[config.mk]
export PLATFORM = sky130hd
export DESIGN_NAME = instr_decoder
export DESIGN_NICKNAME = d
export VERILOG_FILES = /design/src/mips_pkg.sv /design/src/instr_decoder.sv
export SDC_FILE = /design/constraint.sdc
export NUM_CORES = 1
export LEC_CHECK = 0
export BUFFER_PORTS_ARGS = -buffer_cell sky130_fd_sc_hd__buf_2
export CAP_MARGIN = 20
export CORE_AREA = 2 2 69 71
export DETAILED_ROUTE_END_ITERATION = 10
export DIE_AREA = 0 0 71 73
export PLACE_DENSITY = 0.72
export SLEW_MARGIN = 30
export SYNTH_ARGS = -nofsm -noshare
export SYNTH_HDL_FRONTEND = slang
export SYNTH_SLANG_ARGS = --single-unit
export TNS_END_PERCENT = 50
[constraint.sdc]
create_clock -name vclk -period 3.5
set_clock_uncertainty 0.05 [all_clocks]
set_input_delay 0.175 -clock vclk [all_inputs]
set_output_delay 0.175 -clock vclk [all_outputs]
set_load 0.01 [all_outputs]
[src/mips_pkg.sv]
package mips_pkg;

  typedef logic [31:0] word_t;

  // Primary opcodes, bits 31:26 of the instruction word
  typedef enum logic [5:0] {
    OP_SPECIAL = 6'h00,
    OP_REGIMM  = 6'h01,
    OP_J       = 6'h02,
    OP_JAL     = 6'h03,
    OP_BEQ     = 6'h04,
    OP_BNE     = 6'h05,
    OP_BLEZ    = 6'h06,
    OP_BGTZ    = 6'h07,
    OP_ADDI    = 6'h08,
    OP_ADDIU   = 6'h09,
    OP_SLTI    = 6'h0a,
    OP_SLTIU   = 6'h0b,
    OP_ANDI    = 6'h0c,
    OP_ORI     = 6'h0d,
    OP_XORI    = 6'h0e,
    OP_LUI     = 6'h0f,
    OP_LB      = 6'h20,
    OP_LH      = 6'h21,
    OP_LW      = 6'h23,
    OP_LBU     = 6'h24,
    OP_LHU     = 6'h25,
    OP_SB      = 6'h28,
    OP_SH      = 6'h29,
    OP_SW      = 6'h2b
  } opcode_t;

  // SPECIAL function codes, bits 5:0
  typedef enum logic [5:0] {
    FUNC_SLL   = 6'h00,
    FUNC_SRL   = 6'h02,
    FUNC_SRA   = 6'h03,
    FUNC_SLLV  = 6'h04,
    FUNC_SRLV  = 6'h06,
    FUNC_SRAV  = 6'h07,
    FUNC_JR    = 6'h08,
    FUNC_JALR  = 6'h09,
    FUNC_MFHI  = 6'h10,
    FUNC_MTHI  = 6'h11,
    FUNC_MFLO  = 6'h12,
    FUNC_MTLO  = 6'h13,
    FUNC_MULT  = 6'h18,
    FUNC_MULTU = 6'h19,
    FUNC_DIV   = 6'h1a,
    FUNC_DIVU  = 6'h1b,
    FUNC_ADD   = 6'h20,
    FUNC_ADDU  = 6'h21,
    FUNC_SUB   = 6'h22,
    FUNC_SUBU  = 6'h23,
    FUNC_AND   = 6'h24,
    FUNC_OR    = 6'h25,
    FUNC_XOR   = 6'h26,
    FUNC_NOR   = 6'h27,
    FUNC_SLT   = 6'h2a,
    FUNC_SLTU  = 6'h2b
  } func_t;

  // REGIMM codes live in the rt field
  typedef enum logic [4:0] {
    REGIMM_BLTZ   = 5'h00,
    REGIMM_BGEZ   = 5'h01,
    REGIMM_BLTZAL = 5'h10,
    REGIMM_BGEZAL = 5'h11
  } regimm_t;

  typedef enum logic [2:0] {
    SRC_ALU_RD,
    SRC_ALU_RT,
    SRC_HI,
    SRC_LO,
    SRC_NONE
  } result_src_t;

  // Store access sizes as reported by the decoder
  localparam logic [1:0] SIZE_BYTE = 2'd0;
  localparam logic [1:0] SIZE_HALF = 2'd1;
  localparam logic [1:0] SIZE_WORD = 2'd2;

  typedef struct packed {
    word_t instr;
    word_t pc;
  } exec_cmd_t;

  typedef struct packed {
    word_t      pc;
    logic       wr_en;
    logic [4:0] dest;
    word_t      value;
    logic       taken;
    word_t      target;
  } exec_result_t;

endpackage

[src/instr_decoder.sv]
`timescale 1ns/1ps

module instr_decoder (
  input  logic                  fire_i,
  input  mips_pkg::exec_cmd_t   cmd_i,
  output mips_pkg::opcode_t     opcode_o,
  output mips_pkg::func_t       funct_o,
  output mips_pkg::regimm_t     regimm_o,
  output logic [4:0]            rs_idx_o,
  output logic [4:0]            rt_idx_o,
  output logic [15:0]           immediate_o,
  output logic [25:0]           target_o,
  output mips_pkg::word_t       pc_o,
  output logic                  wr_en_o,
  output logic [4:0]            dest_o,
  output mips_pkg::result_src_t src_o,
  output logic                  is_store_o,
  output logic [1:0]            store_size_o
);
  import mips_pkg::*;

  word_t instr;

  // An all-zero word decodes as SLL r0, r0, 0 which serves as the bubble
  assign instr = fire_i ? cmd_i.instr : '0;
  assign pc_o  = fire_i ? cmd_i.pc : '0;

  assign opcode_o    = opcode_t'(instr[31:26]);
  assign rs_idx_o    = instr[25:21];
  assign rt_idx_o    = instr[20:16];
  assign regimm_o    = regimm_t'(instr[20:16]);
  assign immediate_o = instr[15:0];
  assign target_o    = instr[25:0];
  assign funct_o     = func_t'(instr[5:0]);

  always_comb begin
    dest_o       = '0;
    src_o        = SRC_NONE;
    is_store_o   = 1'b0;
    store_size_o = SIZE_WORD;
    if (fire_i) begin
      case (opcode_o)
        OP_SPECIAL: begin
          case (funct_o)
            FUNC_SLL, FUNC_SRL, FUNC_SRA, FUNC_SLLV, FUNC_SRLV, FUNC_SRAV,
            FUNC_ADD, FUNC_ADDU, FUNC_SUB, FUNC_SUBU, FUNC_AND, FUNC_OR,
            FUNC_XOR, FUNC_NOR, FUNC_SLT, FUNC_SLTU, FUNC_JALR: begin
              dest_o = instr[15:11];
              src_o  = SRC_ALU_RD;
            end
            FUNC_MFHI: begin
              dest_o = instr[15:11];
              src_o  = SRC_HI;
            end
            FUNC_MFLO: begin
              dest_o = instr[15:11];
              src_o  = SRC_LO;
            end
            default: ;
          endcase
        end
        OP_ADDI, OP_ADDIU, OP_SLTI, OP_SLTIU, OP_ANDI, OP_ORI, OP_XORI, OP_LUI,
        OP_LB, OP_LH, OP_LW, OP_LBU, OP_LHU: begin
          dest_o = rt_idx_o;
          src_o  = SRC_ALU_RT;
        end
        OP_JAL: begin
          dest_o = 5'd31;
          src_o  = SRC_ALU_RD;
        end
        OP_REGIMM: begin
          // Linking branches write the return address whether taken or not
          if (regimm_o == REGIMM_BLTZAL || regimm_o == REGIMM_BGEZAL) begin
            dest_o = 5'd31;
            src_o  = SRC_ALU_RD;
          end
        end
        OP_SB: begin
          is_store_o   = 1'b1;
          store_size_o = SIZE_BYTE;
        end
        OP_SH: begin
          is_store_o   = 1'b1;
          store_size_o = SIZE_HALF;
        end
        OP_SW: begin
          is_store_o   = 1'b1;
          store_size_o = SIZE_WORD;
        end
        default: ;
      endcase
    end
  end

  assign wr_en_o = (src_o != SRC_NONE);

endmodule

==> metrics.log <==
INFO  metric place_hpwl = 3400 um
INFO  metric hp-start = cmd_i[5]
INFO  metric share_of_layout_cells_above_drive_strength_1 = 0.621
INFO  metric post-route-period-util = 0.517
INFO  metric synthesis.yosys.warnings = 0
INFO  metric post_synth_xor_area_fraction = 0
INFO  metric cp_top_family = compound AO/OA/AOI/OAI gates
INFO  metric die_h = 73 um
INFO  metric slew-limit-headroom = 0.567
INFO  metric most_common_cell_after_layout_fill_and_taps_aside = sky130_fd_sc_hd__buf_2
INFO  metric critPathKind = input port to primary output
INFO  metric hold_fix_buffer_count_after_cts = 0
INFO  metric drt_iter0_markers = 31
INFO  metric main_combinational_cell_family_by_area_after_synthesis = simple AND/OR/NAND/NOR gates
INFO  metric grt_antenna_before_repair = 1
INFO  metric grt_max_degree = 44
INFO  metric synthesized_instance_count = 166
INFO  metric global_route.usage.total = 0.125
INFO  metric core = around 4500 um2
INFO  metric sequential_cell_area = 0 um2
INFO  metric drt_wl_total = 3870 um
INFO  metric route.met3.wl = 489 um
INFO  metric final_cell_count_no_fill = 356
INFO  metric powerDensity = 121 nW/um2
INFO  metric worst_path_most_repeated_cell = sky130_fd_sc_hd__buf_2
INFO  metric worstPathRequired = about 3.3 ns
INFO  metric tns = 0 ns
INFO  metric critical_path.n_buffers_inverters = 2
INFO  metric max-cap-violations = 0
INFO  metric floorplan.die_area = 5180 um2
INFO  metric clockBufferCount = 0
INFO  metric critical_path.max_stage_delay = 0.32 ns
INFO  metric placer_s_final_routability_congestion_estimate = around 0.75
INFO  metric finalPower = 0.000206 W
INFO  metric placed_cells = roughly 360
INFO  metric worst_pin_slew = 0.646 ns
INFO  metric final_nets = 368
INFO  metric floorplan.initialDensity = 0.231
INFO  metric avgViaCountPerCell = 4.23
INFO  metric setup.worst_path.end_class = primary output
INFO  metric ys_seq_area_frac = 0
INFO  metric cp_slowest_cell = sky130_fd_sc_hd__buf_2
INFO  metric numSequentialCells = 0
INFO  metric status = finished, final reports clean
INFO  metric min_period = 1.81 ns
INFO  metric crit_cells = 6
INFO  metric report.final.setup_viol = 0
INFO  metric core.rowCount = 25
INFO  metric maxUsedRoutingLayer = met3
INFO  metric min_path_type = input port to primary output
INFO  metric nature_of_the_critical_path_startpoint = input port
INFO  metric grt_setup_unrepaired = no
INFO  metric io_buffers = 178
INFO  metric layout_common_cells = 178 x sky130_fd_sc_hd__buf_2, 57 x sky130_fd_sc_hd__and2_1, 12 x sky130_fd_sc_hd__inv_1, 9 x sky130_fd_sc_hd__nand2_1
INFO  metric synth.mux.area_fraction = 0
INFO  metric cp_cell_instances = buf_2 > o41a_1 > and2b_2 > and2_1 > a221o_1 > buf_2
INFO  metric crit_arrival = 1.59 ns
INFO  metric slew_viol_final = 0
INFO  metric routed-via-count = 1505
INFO  metric ioPinCount = between 150 and 200
INFO  metric cts_resized = 0
INFO  metric grt_first_pass_wirelength = 5400 um
INFO  metric synth_fa_ha_area_frac = 0
INFO  metric synthesis.area_per_instance = between 6 and 7 um2
INFO  metric timing.hold.ws = 0.592 ns
INFO  metric post_drt_wl_per_cell = 10.9 um
INFO  metric filler_cell_count = 504
INFO  metric drcViolationCount = 0
INFO  metric ir_worst_vdd = ~45 uV
INFO  metric globalRoute.totalOverflow = 0
INFO  metric p_leak = about 1.2 nW
INFO  metric ant_nets = 0
INFO  metric post_cts.repair.setup_buffers = 0
INFO  metric grt_pass1_vias = around 1200
INFO  metric flow.area_growth_from_synthesis = 63.3%
INFO  metric min_path_cells = 3
INFO  metric synth.distinct_cells = 31
INFO  metric die_w = roughly 71 um
INFO  metric maximum_clock_frequency = between 0.5 and 0.6 GHz
INFO  metric post_synth_and_or_nand_nor_area_fraction = 0.551
INFO  metric synth_compound_area_frac = 0.115
INFO  metric critPathMaxFanout = 27
INFO  metric drt-pass1-iter-count = 2
INFO  metric met2RoutedLength = around 2000 um
INFO  metric synthesis.nets = 231
INFO  metric synth_area = 1050 um2
INFO  metric final-hold-violation-count = 0
INFO  metric hold_end = pc_o[5]
INFO  metric drt-met1-wl = 1370 um
-- stage by stage --
stage               setup WS, ns  instance area (um2)   util
detailed placement          1.67                 1710  0.377
global placement            1.70                 1710  0.377
floorplan                   1.99                 1050      -
global route                1.53                 1710  0.377
CTS                         1.66                 1710  0.377
finish                      1.69                 1710  0.377
-- logic make-up after synthesis --
kind of cell,Yosys count
AO/OA/AOI/OAI,16
AND/OR/NAND/NOR,94
buffers and inverters,56
-- where the power goes --
part / switching (W) / leakage [nW] / total [W] / internal [W]
sequential: 0 / 0 / 0 / 0
combinational: 0.000108 / 1.15 / 0.000206 / 0.0000987
clock: 0 / 0.00000634 / 0.0000000000382 / 0.0000000000382
-- synthesized netlist by cell type, drive strengths merged --
cell type   n  area, um2
o221ai      5       43.8
nand4       1       6.26
nand2       9       33.8
nor2b       5       31.3
and2b       1       8.76
or3         1       7.51
nor4b       1       15.0
clkbuf      6       22.5
o21ai       5       25.0
inv        12       45.0
nand2b      3       21.3
nor4        1       6.26
a221o       1       10.0
a21oi       2       10.0
and4bb      1       12.5
nand3b      1       7.51
or2         2       12.5
nor2        5       18.8
buf        38        283
nor3        2       10.0
a221oi      1       8.76
and3        2       12.5
o41a        1       11.3
and2       58        364
a311o       1       11.3
and3b       1       8.76
-- how the worst max path moves through the flow --
stage                         start   endpoint
after global routing         fire_i  dest_o[2]
after CTS                    fire_i   src_o[2]
after floorplan           cmd_i[60]    wr_en_o
final                        fire_i   src_o[2]
after detailed placement     fire_i   src_o[2]
after global placement       fire_i  dest_o[4]
-- metal layers --
metal / vias to the layer above / GRT usage
li1: 768 / -
met1: 631 / 0.129
met2: 106 / 0.265
met3: 0 / 0.0304
met4: 0 / 0
met5: - / 0
-- final cells by class --
type / count / area (um2) / share of cell area
diodes: 1 / 2.50 / 0.00146
repair buffers: 179 / 898 / 0.525
well taps: 54 / 67.6 / 0.0395
multi-input cells: 110 / 697 / 0.407
inverters: 12 / 45.0 / 0.0263
Note: power is estimated with default switching activity, not from simulation.
