### src/mips_pkg.sv
package mips_pkg;

  typedef logic [31:0] word_t;

  // Primary opcodes, bits 31:26 of the instruction word
  typedef enum logic [5:0] {
    OP_SPECIAL = 6'h00,
    OP_REGIMM  = 6'h01,
    OP_J       = 6'h02,
    OP_JAL     = 6'h03,
    OP_BEQ     = 6'h04,
    OP_BNE     = 6'h05,
    OP_BLEZ    = 6'h06,
    OP_BGTZ    = 6'h07,
    OP_ADDI    = 6'h08,
    OP_ADDIU   = 6'h09,
    OP_SLTI    = 6'h0a,
    OP_SLTIU   = 6'h0b,
    OP_ANDI    = 6'h0c,
    OP_ORI     = 6'h0d,
    OP_XORI    = 6'h0e,
    OP_LUI     = 6'h0f,
    OP_LB      = 6'h20,
    OP_LH      = 6'h21,
    OP_LW      = 6'h23,
    OP_LBU     = 6'h24,
    OP_LHU     = 6'h25,
    OP_SB      = 6'h28,
    OP_SH      = 6'h29,
    OP_SW      = 6'h2b
  } opcode_t;

  // SPECIAL function codes, bits 5:0
  typedef enum logic [5:0] {
    FUNC_SLL   = 6'h00,
    FUNC_SRL   = 6'h02,
    FUNC_SRA   = 6'h03,
    FUNC_SLLV  = 6'h04,
    FUNC_SRLV  = 6'h06,
    FUNC_SRAV  = 6'h07,
    FUNC_JR    = 6'h08,
    FUNC_JALR  = 6'h09,
    FUNC_MFHI  = 6'h10,
    FUNC_MTHI  = 6'h11,
    FUNC_MFLO  = 6'h12,
    FUNC_MTLO  = 6'h13,
    FUNC_MULT  = 6'h18,
    FUNC_MULTU = 6'h19,
    FUNC_DIV   = 6'h1a,
    FUNC_DIVU  = 6'h1b,
    FUNC_ADD   = 6'h20,
    FUNC_ADDU  = 6'h21,
    FUNC_SUB   = 6'h22,
    FUNC_SUBU  = 6'h23,
    FUNC_AND   = 6'h24,
    FUNC_OR    = 6'h25,
    FUNC_XOR   = 6'h26,
    FUNC_NOR   = 6'h27,
    FUNC_SLT   = 6'h2a,
    FUNC_SLTU  = 6'h2b
  } func_t;

  // REGIMM codes live in the rt field
  typedef enum logic [4:0] {
    REGIMM_BLTZ   = 5'h00,
    REGIMM_BGEZ   = 5'h01,
    REGIMM_BLTZAL = 5'h10,
    REGIMM_BGEZAL = 5'h11
  } regimm_t;

  typedef enum logic [2:0] {
    SRC_ALU_RD,
    SRC_ALU_RT,
    SRC_HI,
    SRC_LO,
    SRC_NONE
  } result_src_t;

  // Store access sizes as reported by the decoder
  localparam logic [1:0] SIZE_BYTE = 2'd0;
  localparam logic [1:0] SIZE_HALF = 2'd1;
  localparam logic [1:0] SIZE_WORD = 2'd2;

  typedef struct packed {
    word_t instr;
    word_t pc;
  } exec_cmd_t;

  typedef struct packed {
    word_t      pc;
    logic       wr_en;
    logic [4:0] dest;
    word_t      value;
    logic       taken;
    word_t      target;
  } exec_result_t;

endpackage

### src/cmd_fifo.sv
`timescale 1ns/1ps

module cmd_fifo #(
  parameter int FIFO_DEPTH = 4
) (
  input  logic                clk,
  input  logic                reset_i,
  input  logic                push_i,
  input  mips_pkg::exec_cmd_t push_data_i,
  input  logic                pop_i,
  output mips_pkg::exec_cmd_t head_o,
  output logic                empty_o,
  output logic                credit_o
);
  import mips_pkg::*;

  localparam int PTR_W = (FIFO_DEPTH > 1) ? $clog2(FIFO_DEPTH) : 1;
  localparam int CNT_W = $clog2(FIFO_DEPTH + 1);

  exec_cmd_t        mem [FIFO_DEPTH];
  logic [PTR_W-1:0] wr_ptr_q;
  logic [PTR_W-1:0] rd_ptr_q;
  logic [CNT_W-1:0] count_q;
  logic             do_pop;

  assign empty_o = (count_q == '0);
  assign head_o  = mem[rd_ptr_q];
  // Popping an empty FIFO is ignored
  assign do_pop  = pop_i && !empty_o;

  // The producer never pushes without a credit, so no full check is needed
  always_ff @(posedge clk) begin
    if (push_i) begin
      mem[wr_ptr_q] <= push_data_i;
    end
  end

  always_ff @(posedge clk) begin
    if (reset_i) begin
      wr_ptr_q <= '0;
      rd_ptr_q <= '0;
      count_q  <= '0;
      credit_o <= 1'b0;
    end else begin
      credit_o <= do_pop;
      if (push_i) begin
        wr_ptr_q <= (wr_ptr_q == PTR_W'(FIFO_DEPTH - 1)) ? '0 : wr_ptr_q + 1'b1;
      end
      if (do_pop) begin
        rd_ptr_q <= (rd_ptr_q == PTR_W'(FIFO_DEPTH - 1)) ? '0 : rd_ptr_q + 1'b1;
      end
      case ({push_i, do_pop})
        2'b10:   count_q <= count_q + 1'b1;
        2'b01:   count_q <= count_q - 1'b1;
        default: count_q <= count_q;
      endcase
    end
  end

endmodule

### config.mk
export PLATFORM = sky130hd
export DESIGN_NAME = cmd_fifo
export DESIGN_NICKNAME = d
export VERILOG_FILES = /design/src/mips_pkg.sv /design/src/cmd_fifo.sv
export SDC_FILE = /design/constraint.sdc
export NUM_CORES = 1
export LEC_CHECK = 0
export BUFFER_PORTS_ARGS = -buffer_cell sky130_fd_sc_hd__buf_2
export CAP_MARGIN = 40
export CORE_AREA = 2 2 120 145
export CTS_CLUSTER_SIZE = 40
export DETAILED_ROUTE_END_ITERATION = 7
export DIE_AREA = 0 0 122 147
export GPL_TIMING_DRIVEN = 0
export PLACE_DENSITY = 0.93
export SYNTH_ARGS = -nofsm -noshare
export SYNTH_HDL_FRONTEND = slang
export SYNTH_SLANG_ARGS = --single-unit
export TNS_END_PERCENT = 50
### constraint.sdc
create_clock -name clk -period 6.6 [get_ports clk]
set_input_delay 0 -clock clk [delete_from_list [all_inputs] [get_ports clk]]
set_output_delay 0 -clock clk [all_outputs]
set_load 0.02 [all_outputs]
==> flow_summary.json, run 1 <==
{
  "outcome": "finished, final reports clean",
  "grt_pass1_wl_mm": 28.0,
  "antenna_found_initial": 0,
  "path_max_fanout": 5,
  "drive_gt1_share_pct": 39.2,
  "final_cell_area_um2": 12300,
  "rows": 52,
  "p_sw_w": 0.00106,
  "yosysWarnings": 0,
  "p_int_w": 0.00311,
  "routed_wl_mm": 18.3,
  "grt_pass1_vias": 5140,
  "area_growth_pct": 25.2,
  "yosysTopAreaCell": "edfxtp_1",
  "worst_slack_ns": 4.52,
  "routabilityCongestion": 0.748,
  "hold_depth": 2,
  "critPathLaunchType": "flop",
  "synth.top_cell.area_share_pct": 78.4,
  "final_cells": 848,
  "synthCells": 385,
  "grt_max_degree": 38,
  "die_x_um": 122,
  "clock_path_buffers": 3,
  "endpoint_kind": "flop",
  "required_ns": 6.99,
  "synth_seq_area_share_pct": 80.5,
  "dieHeight_um": 147,
  "worst_pin_slew_ns": 0.506,
  "diodes": 0,
  "fin_setup_tns_ns": 0,
  "seqPwrFrac_pct": 47.1,
  "fp.dieArea_um2": 17900,
  "vias": 4712,
  "setup_violations": 0,
  "cts_tree": "built",
  "core_area_um2": 16600,
  "postRouteAntennaNets": 0,
  "hpwl_mm": 10.6,
  "clock_latency_ns": 0.50,
  "wl_per_cell_um": 21.6,
  "ir_drop_uv": 265,
  "synth_seq_cells": 266,
  "drv_cap": 0,
  "p_leak_nw": 4.24,
  "synthTopCellsByArea": "edfxtp_1 (78%), mux4_2 (14%), dfxtp_1 (2.0%)",
  "vias_per_cell": 5.56,
  "overflow": 0,
  "dr.pass1.iters": 4,
  "syn_area_um2": 9800,
  "skew_ns": 0.0103,
  "power_frac_comb_pct": 21.1,
  "cts-root-buf": "clkbuf_16",
  "nets": 691,
  "post-place-ws_ns": 4.68,
  "fin_total_pwr_w": 0.00418,
  "clockPowerShare_pct": 31.8,
  "cts_buffers": 24,
  "drt-initial-drc-count": 311,
  "synth.lib_cells_used.distinct": 23,
  "syn_area_per_cell_um2": 25.5,
  "rsz0062_at_grt": "false",
  "fin_crit_sh_pct": 31.6,
  "worst_ep_arrival_time_ns": 2.48,
  "maxSlewHeadroom_pct": 66.3,
  "grtUsageTotal_pct": 20.8,
  "drcViolationCount": 0,
  "max_freq_mhz": 480,
  "place_inst": 737,
  "reg2regPathDepth": 8,
  "initial_utilization_pct": 59.1,
  "p_sw_share_pct": 25.5,
  "hold_class": "in2reg",
  "power_density_nw_per_um2": 340,
  "min_period_ns": 2.08,
  "finalHoldViolCount": 0,
  "io_pins": 134,
  "cts_sinks": 266,
  "postCtsSetupRepairBufs": 0,
  "htreeDepth": 1,
  "placed_area_um2": 10800,
  "syn-num-nets": 460,
  "port-buffer-count": 132,
  "path_class": "reg2reg",
  "clk_pin_slew_ns": 0.07,
  "final_max_slew_viol_count": 0
}
[power by group through the flow]
stage / Clock [W] / Sequential (W) / Combinational, W
global placement: 0 / 0.00200 / 0.000819
finish: 0.00133 / 0.00197 / 0.000879
floorplan: 0 / 0.00199 / 0.000601
detailed placement: 0 / 0.00200 / 0.000842
global route: 0.00141 / 0.00197 / 0.000938
CTS: 0.00136 / 0.00197 / 0.000882
[critical path, cell delays in order (launching register included)]
cell	delay, ns
dfxtp_1	0.38
o31ai_4	0.37
inv_1	0.08
ha_1	0.22
inv_1	0.08
fa_1	0.41
nor2_1	0.13
a21oi_1	0.06
nor2_1	0.25
[cells in the mapped netlist]
library cell	count
inv_1	7
mux2i_1	2
buf_2	6
nor3_1	1
edfxtp_1	256
o21ai_0	1
clkbuf_2	1
buf_12	6
and2_1	4
mux4_2	60
ha_1	6
buf_6	1
nand2_1	1
nor2_1	7
clkbuf_1	1
nor3b_1	1
dfxtp_1	10
xor2_1	2
a21oi_1	4
mux4_1	4
fa_1	1
o31ai_4	1
or3_1	2
[stage by stage]
stage | hold WS, ns | utilization (%)
floorplan | 0.0989 | -
global placement | 0.209 | 64.7
detailed placement | 0.216 | 65.2
CTS | 0.224 | 74.0
global route | 0.244 | 74.0
finish | 0.248 | 74.0
[logic make-up after synthesis]
family | synth area share, %
flip-flops | 80.5
multiplexers | 15.1
buffers and inverters | 2.00
AND/OR/NAND/NOR | 0.817
adder cells (fa/ha/maj) | 0.970
AO/OA/AOI/OAI | 0.472
XOR/XNOR | 0.179
[per-layer routing]
metal	track usage, %	up-vias	routed length (um)
met2	36.9	167	9750
met5	0	-	0
met4	6.84	0	461
met3	3.49	39	949
met1	26.1	2404	7160
li1	-	2102	-
[worst paths after layout]
| check | end | slack, ns | from |
|---|---|---|---|
| min | mem[2][37]$_DFFE_PP_ | 0.25 | push_data_i[37] |
| min reg2reg | flop | 0.52 | rd_ptr_q[0]$_SDFFE_PP0N_ |
| max reg2reg | count_q[1]$_SDFFE_PP0P_ | 4.52 | count_q[1]$_SDFFE_PP0P_ |
| max | count_q[1]$_SDFFE_PP0P_ | 4.52 | count_q[1]$_SDFFE_PP0P_ |
[registers in the layout (all words and copies together), names as in the netlist, named ones only]
signal	count
wr_ptr_q	2
credit_o	1
mem	256
rd_ptr_q	2
count_q	3
[cell type report]
cell class	count	area (um2)
multi-input cells	97	1730
clock buffers	28	637
repair buffers	205	1430
plain buffers	15	170
well taps	216	270
clock inverters	14	121
inverters	7	26.3
flip-flops and latches	266	7890
fillers	914	4320
[repair_timing]
action / 4_1_cts / 5_1_grt
endpoints found under the setup margin: 0 / 0
hold buffers: 69 / 0
resized for setup: 0 / 0
endpoints found under the hold margin: 266 / 0
[cells in the final DEF (no fill, tap or decap), types with 2 or more instances in the layout]
master,instances
clkbuf_1,4
mux2i_1,2
or3_1,2
a21oi_1,4
mux4_1,4
dfxtp_1,10
buf_12,10
nor2_1,7
edfxtp_1,256
mux4_2,60
and2_4,4
xor2_1,2
clkinv_1,6
inv_1,7
dlygate4sd3_1,69
clkbuf_16,25
bufinv_16,2
buf_2,138
ha_1,6
clkinv_2,4
No activity file was read; power rests on OpenSTA's default activity.
==> run 2: changes to the inputs <==
--- a/config.mk
+++ b/config.mk
@@ -7,12 +7,12 @@
 export LEC_CHECK = 0
 export BUFFER_PORTS_ARGS = -buffer_cell sky130_fd_sc_hd__buf_2
 export CAP_MARGIN = 40
-export CORE_AREA = 2 2 120 145
+export CORE_AREA = 2 2 123 149
 export CTS_CLUSTER_SIZE = 40
 export DETAILED_ROUTE_END_ITERATION = 7
-export DIE_AREA = 0 0 122 147
+export DIE_AREA = 0 0 125 151
 export GPL_TIMING_DRIVEN = 0
-export PLACE_DENSITY = 0.93
+export PLACE_DENSITY = 0.89
 export SYNTH_ARGS = -nofsm -noshare
 export SYNTH_HDL_FRONTEND = slang
 export SYNTH_SLANG_ARGS = --single-unit
==> constraint.sdc (replaced) <==
create_clock -name clk -period 1.97 [get_ports clk]
set_input_delay 0 -clock clk [delete_from_list [all_inputs] [get_ports clk]]
set_output_delay 0 -clock clk [all_outputs]
set_load 0.02 [all_outputs]
==> run 2 against run 1 <==
Against the previous run: final cell count rose by 1.1%; flip-flop and latch count unchanged; worst setup slack lost 4.5 ns; fmax rose by 9.3%; via count grew 0.47%; total power rose to 3.4 times the previous value; sequential share of layout area decreased by 0.28 points; clock power rose to 3.2 times the previous value; clock skew fell by 0.0014 ns; critical endpoint is now count_q[2]$_SDFFE_PP0P_; largest cell class unchanged.
==> flow_summary.json, run 2 (synthesis gave the netlist of run 1 again) <==
{
  "critPathLaunchType": "flop",
  "power_frac_comb_pct": 22.0,
  "initial_utilization_pct": 56.4,
  "largest-register": "mem",
  "ir_drop_uv": 828,
  "worst_pin_slew_ns": 0.523,
  "fin_crit_sh_pct": 96.8,
  "clk_pin_slew_ns": 0.06,
  "final_common_cell": "edfxtp_1",
  "die_x_um": 125,
  "power_density_nw_per_um2": 1130,
  "fin_setup_tns_ns": 0,
  "io_pins": 134,
  "layout_common_cells": "edfxtp_1 (256), buf_2 (133), dlygate4sd3_1 (68)",
  "p_int_w": 0.0104,
  "p_leak_nw": 4.25,
  "max_stage_delay_ns": 0.35,
  "antenna_found_initial": 1,
  "cts_tree": "built",
  "vias_per_cell": 5.52,
  "setup_violations": 0,
  "placed_area_um2": 10800,
  "drv_cap": 0,
  "grt_pass1_wl_mm": 28.2,
  "rows": 53,
  "p_sw_share_pct": 25.6,
  "maxSlewHeadroom_pct": 65.1,
  "crit_chain": "o31ai_4 > inv_1 > ha_2 > inv_1 > fa_2 > xor2_1 > or3_1 > a21oi_1",
  "area_growth_pct": 25.9,
  "grt_max_degree": 35,
  "min_period_ns": 1.91,
  "dieHeight_um": 151,
  "clock_latency_ns": 0.51,
  "cts-root-buf": "clkbuf_16",
  "postRouteAntennaNets": 0,
  "hold_class": "in2reg",
  "fp.dieArea_um2": 18900,
  "core_area_um2": 17400,
  "final_max_slew_viol_count": 0,
  "clockPowerShare_pct": 30.8,
  "max_freq_mhz": 525,
  "required_ns": 2.40,
  "path_class": "reg2reg",
  "grt_use_met1_pct": 24.6,
  "cts_sinks": 266,
  "htreeDepth": 1,
  "largestRegisters": "mem x256, count_q x3",
  "path_max_fanout": 4,
  "worst_path_most_repeated_cell": "inv_1",
  "p_sw_w": 0.00358,
  "drt-initial-drc-count": 242,
  "vias": 4734,
  "overflow": 0,
  "dr.pass1.iters": 4,
  "grt-busiest-layer": "met2",
  "nets": 697,
  "seqPwrFrac_pct": 47.2,
  "worst_ep_arrival_time_ns": 2.34,
  "port-buffer-count": 132,
  "wl_per_cell_um": 21.4,
  "grt_use_met2_pct": 34.9,
  "finalHoldViolCount": 0,
  "outcome": "finished, final reports clean",
  "endpoint_kind": "flop",
  "routabilityCongestion": 0.764,
  "drive_gt1_share_pct": 40.7,
  "crit_slowest_cell": "dfxtp_2",
  "routed_wl_mm": 18.3,
  "clock_path_buffers": 3,
  "largest_register_ffs": 256,
  "skew_ns": 0.00888,
  "grt_pass1_vias": 5326,
  "grtUsageTotal_pct": 19.5,
  "hpwl_mm": 10.6,
  "cts_buffers": 25,
  "drcViolationCount": 0,
  "final_cell_area_um2": 12300,
  "use_met3_pct": 3.60
}
==> run 2: cell count changes in the layout (fill, tap and decap cells not counted), sizes merged <==
cell and change:
bufinv -1, dlygate4sd3 -1, clkinv -2, diode +1
clkinvlp +1, inv -1, clkbuf +2, buf +6
==> run 2: layout make-up <==
class / instances / area, um2
diodes: 1 / 2.50
plain buffers: 15 / 194
clock buffers: 30 / 644
clock inverters: 11 / 83.8
fillers: 1036 / 5040
inverters: 7 / 26.3
multi-input cells: 97 / 1730
flip-flops and latches: 266 / 7900
well taps: 220 / 275
repair buffers: 210 / 1480
==> run 2: routing by layer <==
layer  up-vias  wire length [um]
met3        39              1070
met5         -                 0
li1       2106                 -
met1      2406              7120
met4         0               470
met2       183              9680
==> run 2: path summary, 6_finish.rpt <==
kind | startpoint | to | slack (ns) | cells past startpoint
setup reg to reg | count_q[2]$_SDFFE_PP0P_ | count_q[2]$_SDFFE_PP0P_ | 0.06 | 8
hold / removal | push_data_i[44] | mem[0][44]$_DFFE_PP_ | 0.25 | 2
setup / recovery | count_q[2]$_SDFFE_PP0P_ | count_q[2]$_SDFFE_PP0P_ | 0.06 | 8
hold reg to reg | rd_ptr_q[0]$_SDFFE_PP0N_ | flop | 0.53 | 2
==> run 2: repair_timing <==
item	CTS	global route
cloned	0	1
pin swaps	0	1
hold buffers	68	0
setup endpoints to repair	60	8
gates resized for setup	9	8
buffers inserted	0	5
hold endpoints to repair	266	0
==> run 2: per-stage QoR <==
step	setup slack, ns	util [%]	cells	hold WS, ns	power (W)
2_1_floorplan	-0.507	-	385	0.0989	0.00870
3_3_place_gp	-1.58	61.8	737	0.210	0.00945
3_5_place_dp	-0.00375	62.3	741	0.216	0.00955
4_1_cts	0.00785	70.6	850	0.227	0.0140
5_1_grt	-0.0266	71.0	857	0.241	0.0145
6_report	0.0634	71.0	857	0.249	0.0140
==> run 2: critical path, delay by kind of cell, from the launching register on <==
kind                     cells  cell delay, ns
AO/OA/AOI/OAI                2            0.47
adder cells (fa/ha/maj)      2            0.44
flip-flops                   1            0.35
AND/OR/NAND/NOR              1            0.30
buffers and inverters        2            0.21
XOR/XNOR                     1            0.08
==> run 2: power groups by stage <==
stage | sequential, W | combinational, W | clock (W)
after floorplan | 0.00668 | 0.00201 | 0
after global placement | 0.00669 | 0.00276 | 0
after detailed placement | 0.00670 | 0.00285 | 0
after CTS | 0.00659 | 0.00300 | 0.00439
after global routing | 0.00662 | 0.00328 | 0.00460
final | 0.00660 | 0.00308 | 0.00432
==> run 3: changes to the inputs <==
==> config.mk (replaced) <==
export PLATFORM = sky130hd
export DESIGN_NAME = cmd_fifo
export DESIGN_NICKNAME = d
export VERILOG_FILES = /design/src/mips_pkg.sv /design/src/cmd_fifo.sv
export SDC_FILE = /design/constraint.sdc
export NUM_CORES = 1
export LEC_CHECK = 0
export CAP_MARGIN = 40
export CORE_AREA = 2 2 120 145
export CTS_CLUSTER_SIZE = 40
export DETAILED_ROUTE_END_ITERATION = 7
export DIE_AREA = 0 0 122 147
export DONT_BUFFER_PORTS = 1
export GPL_TIMING_DRIVEN = 0
export PLACE_DENSITY = 0.86
export SYNTH_ARGS = -nofsm -noshare
export SYNTH_HDL_FRONTEND = slang
export SYNTH_SLANG_ARGS = --single-unit
export TNS_END_PERCENT = 50
==> run 3 against run 2 <==
Against the previous run: clock-buffer cell count down 3; via count down 10%; sequential power about the same; cell area down 5.6%; critical path depth unchanged; die area down 5.0%; fmax down 0.16%.
==> flow_summary.json, run 3 (synthesis gave the netlist of run 1 again) <==
{
  "grt_pass1_wl_mm": 27.0,
  "skew_ns": 0.00926,
  "critPathLaunchType": "flop",
  "worst_slack_ns": 0.0603,
  "ir_drop_uv": 762,
  "fin_setup_tns_ns": 0,
  "hold_class": "in2reg",
  "min_period_ns": 1.91,
  "hold_slack_ns": 0.196,
  "drive_gt1_share_pct": 25.0,
  "overflow": 0,
  "postRouteAntennaNets": 0,
  "diodes": 0,
  "clk_pin_slew_ns": 0.06,
  "antenna_found_initial": 0,
  "vias_per_cell": 5.90,
  "layout_common_cells": "edfxtp_1 (256), dlygate4sd3_1 (69), mux4_2 (60)",
  "nets": 561,
  "endpoint_kind": "flop",
  "reg2regPathDepth": 8,
  "grt_pass1_vias": 4638,
  "hold_depth": 1,
  "power_density_nw_per_um2": 1160,
  "grt_max_degree": 46,
  "htreeDepth": 1,
  "cts_sinks": 266,
  "io_pins": 134,
  "outcome": "finished, final reports clean",
  "path_max_fanout": 4,
  "dieHeight_um": 147,
  "place_inst": 605,
  "clock_latency_ns": 0.51,
  "drcViolationCount": 0,
  "maxSlewHeadroom_pct": 57.8,
  "worstReg2RegStart": "count_q[2]$_SDFFE_PP0P_",
  "initial_utilization_pct": 59.1,
  "cts_tree": "built",
  "p_leak_nw": 3.72,
  "vias": 4251,
  "cts_buffers": 24,
  "crit_slowest_cell": "fa_1",
  "worst_ep_arrival_time_ns": 2.33,
  "fin_crit_sh_pct": 96.9,
  "hold_end": "mem[3][62]$_DFFE_PP_",
  "port-buffer-count": 0,
  "largest-register": "mem",
  "wl_per_cell_um": 24.8,
  "grtUsageTotal_pct": 20.4,
  "max_stage_delay_ns": 0.39,
  "crit_chain": "o31ai_4 > inv_1 > ha_2 > inv_1 > fa_1 > xor2_1 > or3_1 > a21oi_1",
  "final_cells": 720,
  "setup_violations": 0,
  "required_ns": 2.39,
  "path_delay_family": "adder cells",
  "max_freq_mhz": 524,
  "fp.dieArea_um2": 17900,
  "r2r_slack_ns": 0.06,
  "final_max_slew_viol_count": 0,
  "die_x_um": 122,
  "clock_path_buffers": 3,
  "post-place-ws_ns": 0.00490,
  "hpwl_mm": 10.8,
  "rows": 52,
  "cts-root-buf": "clkbuf_16",
  "fin_total_pwr_w": 0.0135,
  "area_growth_pct": 18.8,
  "worstPathBufferInverterCount": 2,
  "reg2reg_to": "count_q[2]$_SDFFE_PP0P_",
  "largestRegisters": "mem x256, count_q x3",
  "worst_path_most_repeated_cell": "inv_1",
  "drt-initial-drc-count": 285,
  "routed_wl_mm": 17.9,
  "dr.pass1.iters": 6,
  "routabilityCongestion": 0.695,
  "worst_pin_slew_ns": 0.627,
  "hold_start": "push_data_i[62]",
  "finalHoldViolCount": 0,
  "drv_cap": 0,
  "path_class": "reg2reg",
  "final_common_cell": "edfxtp_1",
  "core_area_um2": 16600,
  "largest_register_ffs": 256
}
[run 3: cell types whose count changed in the layout (fill, tap and decap cells not counted), moves of 3 or more]
cell / delta
buf_4: -9
buf_12: -4
buf_16: +3
clkbuf_1: -3
clkinvlp_4: +3
buf_2: -127
clkinv_2: +3
[run 3: routing by layer]
metal | vias up | part of all wire [%] | GRT usage (%) | wire, um
li1 | 1846 | - | - | -
met1 | 2233 | 36 | 24.9 | 6460
met2 | 146 | 57 | 37.3 | 10200
met3 | 26 | 5.1 | 3.65 | 916
met4 | 0 | 1.9 | 5.75 | 335
met5 | - | 0 | 0 | 0
[run 3: per-stage QoR]
stage / area (um2) / util, %
global route: 11600 / 70.2
global placement: 10100 / 60.7
CTS: 11600 / 70.1
finish: 11600 / 70.2
floorplan: 9800 / -
detailed placement: 10200 / 61.4
[run 3: power breakdown]
group          leakage [nW]  internal (W)  switching [W]  total, W
logic                 0.931       0.00111        0.00146   0.00257
clock network         0.357       0.00245        0.00189   0.00433
registers              2.43       0.00649       0.000112   0.00660
[run 3: what timing repair did]
| action | 4_1_cts | 5_1_grt |
|---|---|---|
| hold buffers | 69 | 0 |
| gates resized for setup | 2 | 3 |
| pin swaps | 0 | 1 |
| endpoints found under the setup margin | 1 | 1 |
| endpoints found under the hold margin | 347 | 0 |
| setup buffers | 0 | 2 |
[run 3: worst max path at each step]
stage	startpoint	to	slack [ns]	cells after the start
2_1_floorplan	wr_ptr_q[0]$_SDFFE_PP0P_	mem[0][0]$_DFFE_PP_	-0.51	3
6_report	count_q[2]$_SDFFE_PP0P_	count_q[2]$_SDFFE_PP0P_	0.06	8
3_3_place_gp	wr_ptr_q[0]$_SDFFE_PP0P_	mem[0][47]$_DFFE_PP_	-1.51	3
5_1_grt	count_q[2]$_SDFFE_PP0P_	count_q[2]$_SDFFE_PP0P_	-0.01	8
3_5_place_dp	count_q[0]$_SDFFE_PP0P_	count_q[2]$_SDFFE_PP0P_	0.005	8
4_1_cts	count_q[2]$_SDFFE_PP0P_	count_q[2]$_SDFFE_PP0P_	0.03	8
[run 3: area by class of cell]
cell class | instances | area [um2]
flip-flops and latches | 266 | 7890
fillers | 981 | 4940
multi-input cells | 97 | 1730
repair buffers | 75 | 808
clock buffers | 27 | 633
well taps | 216 | 270
plain buffers | 15 | 170
clock inverters | 17 | 116
inverters | 7 | 26.3
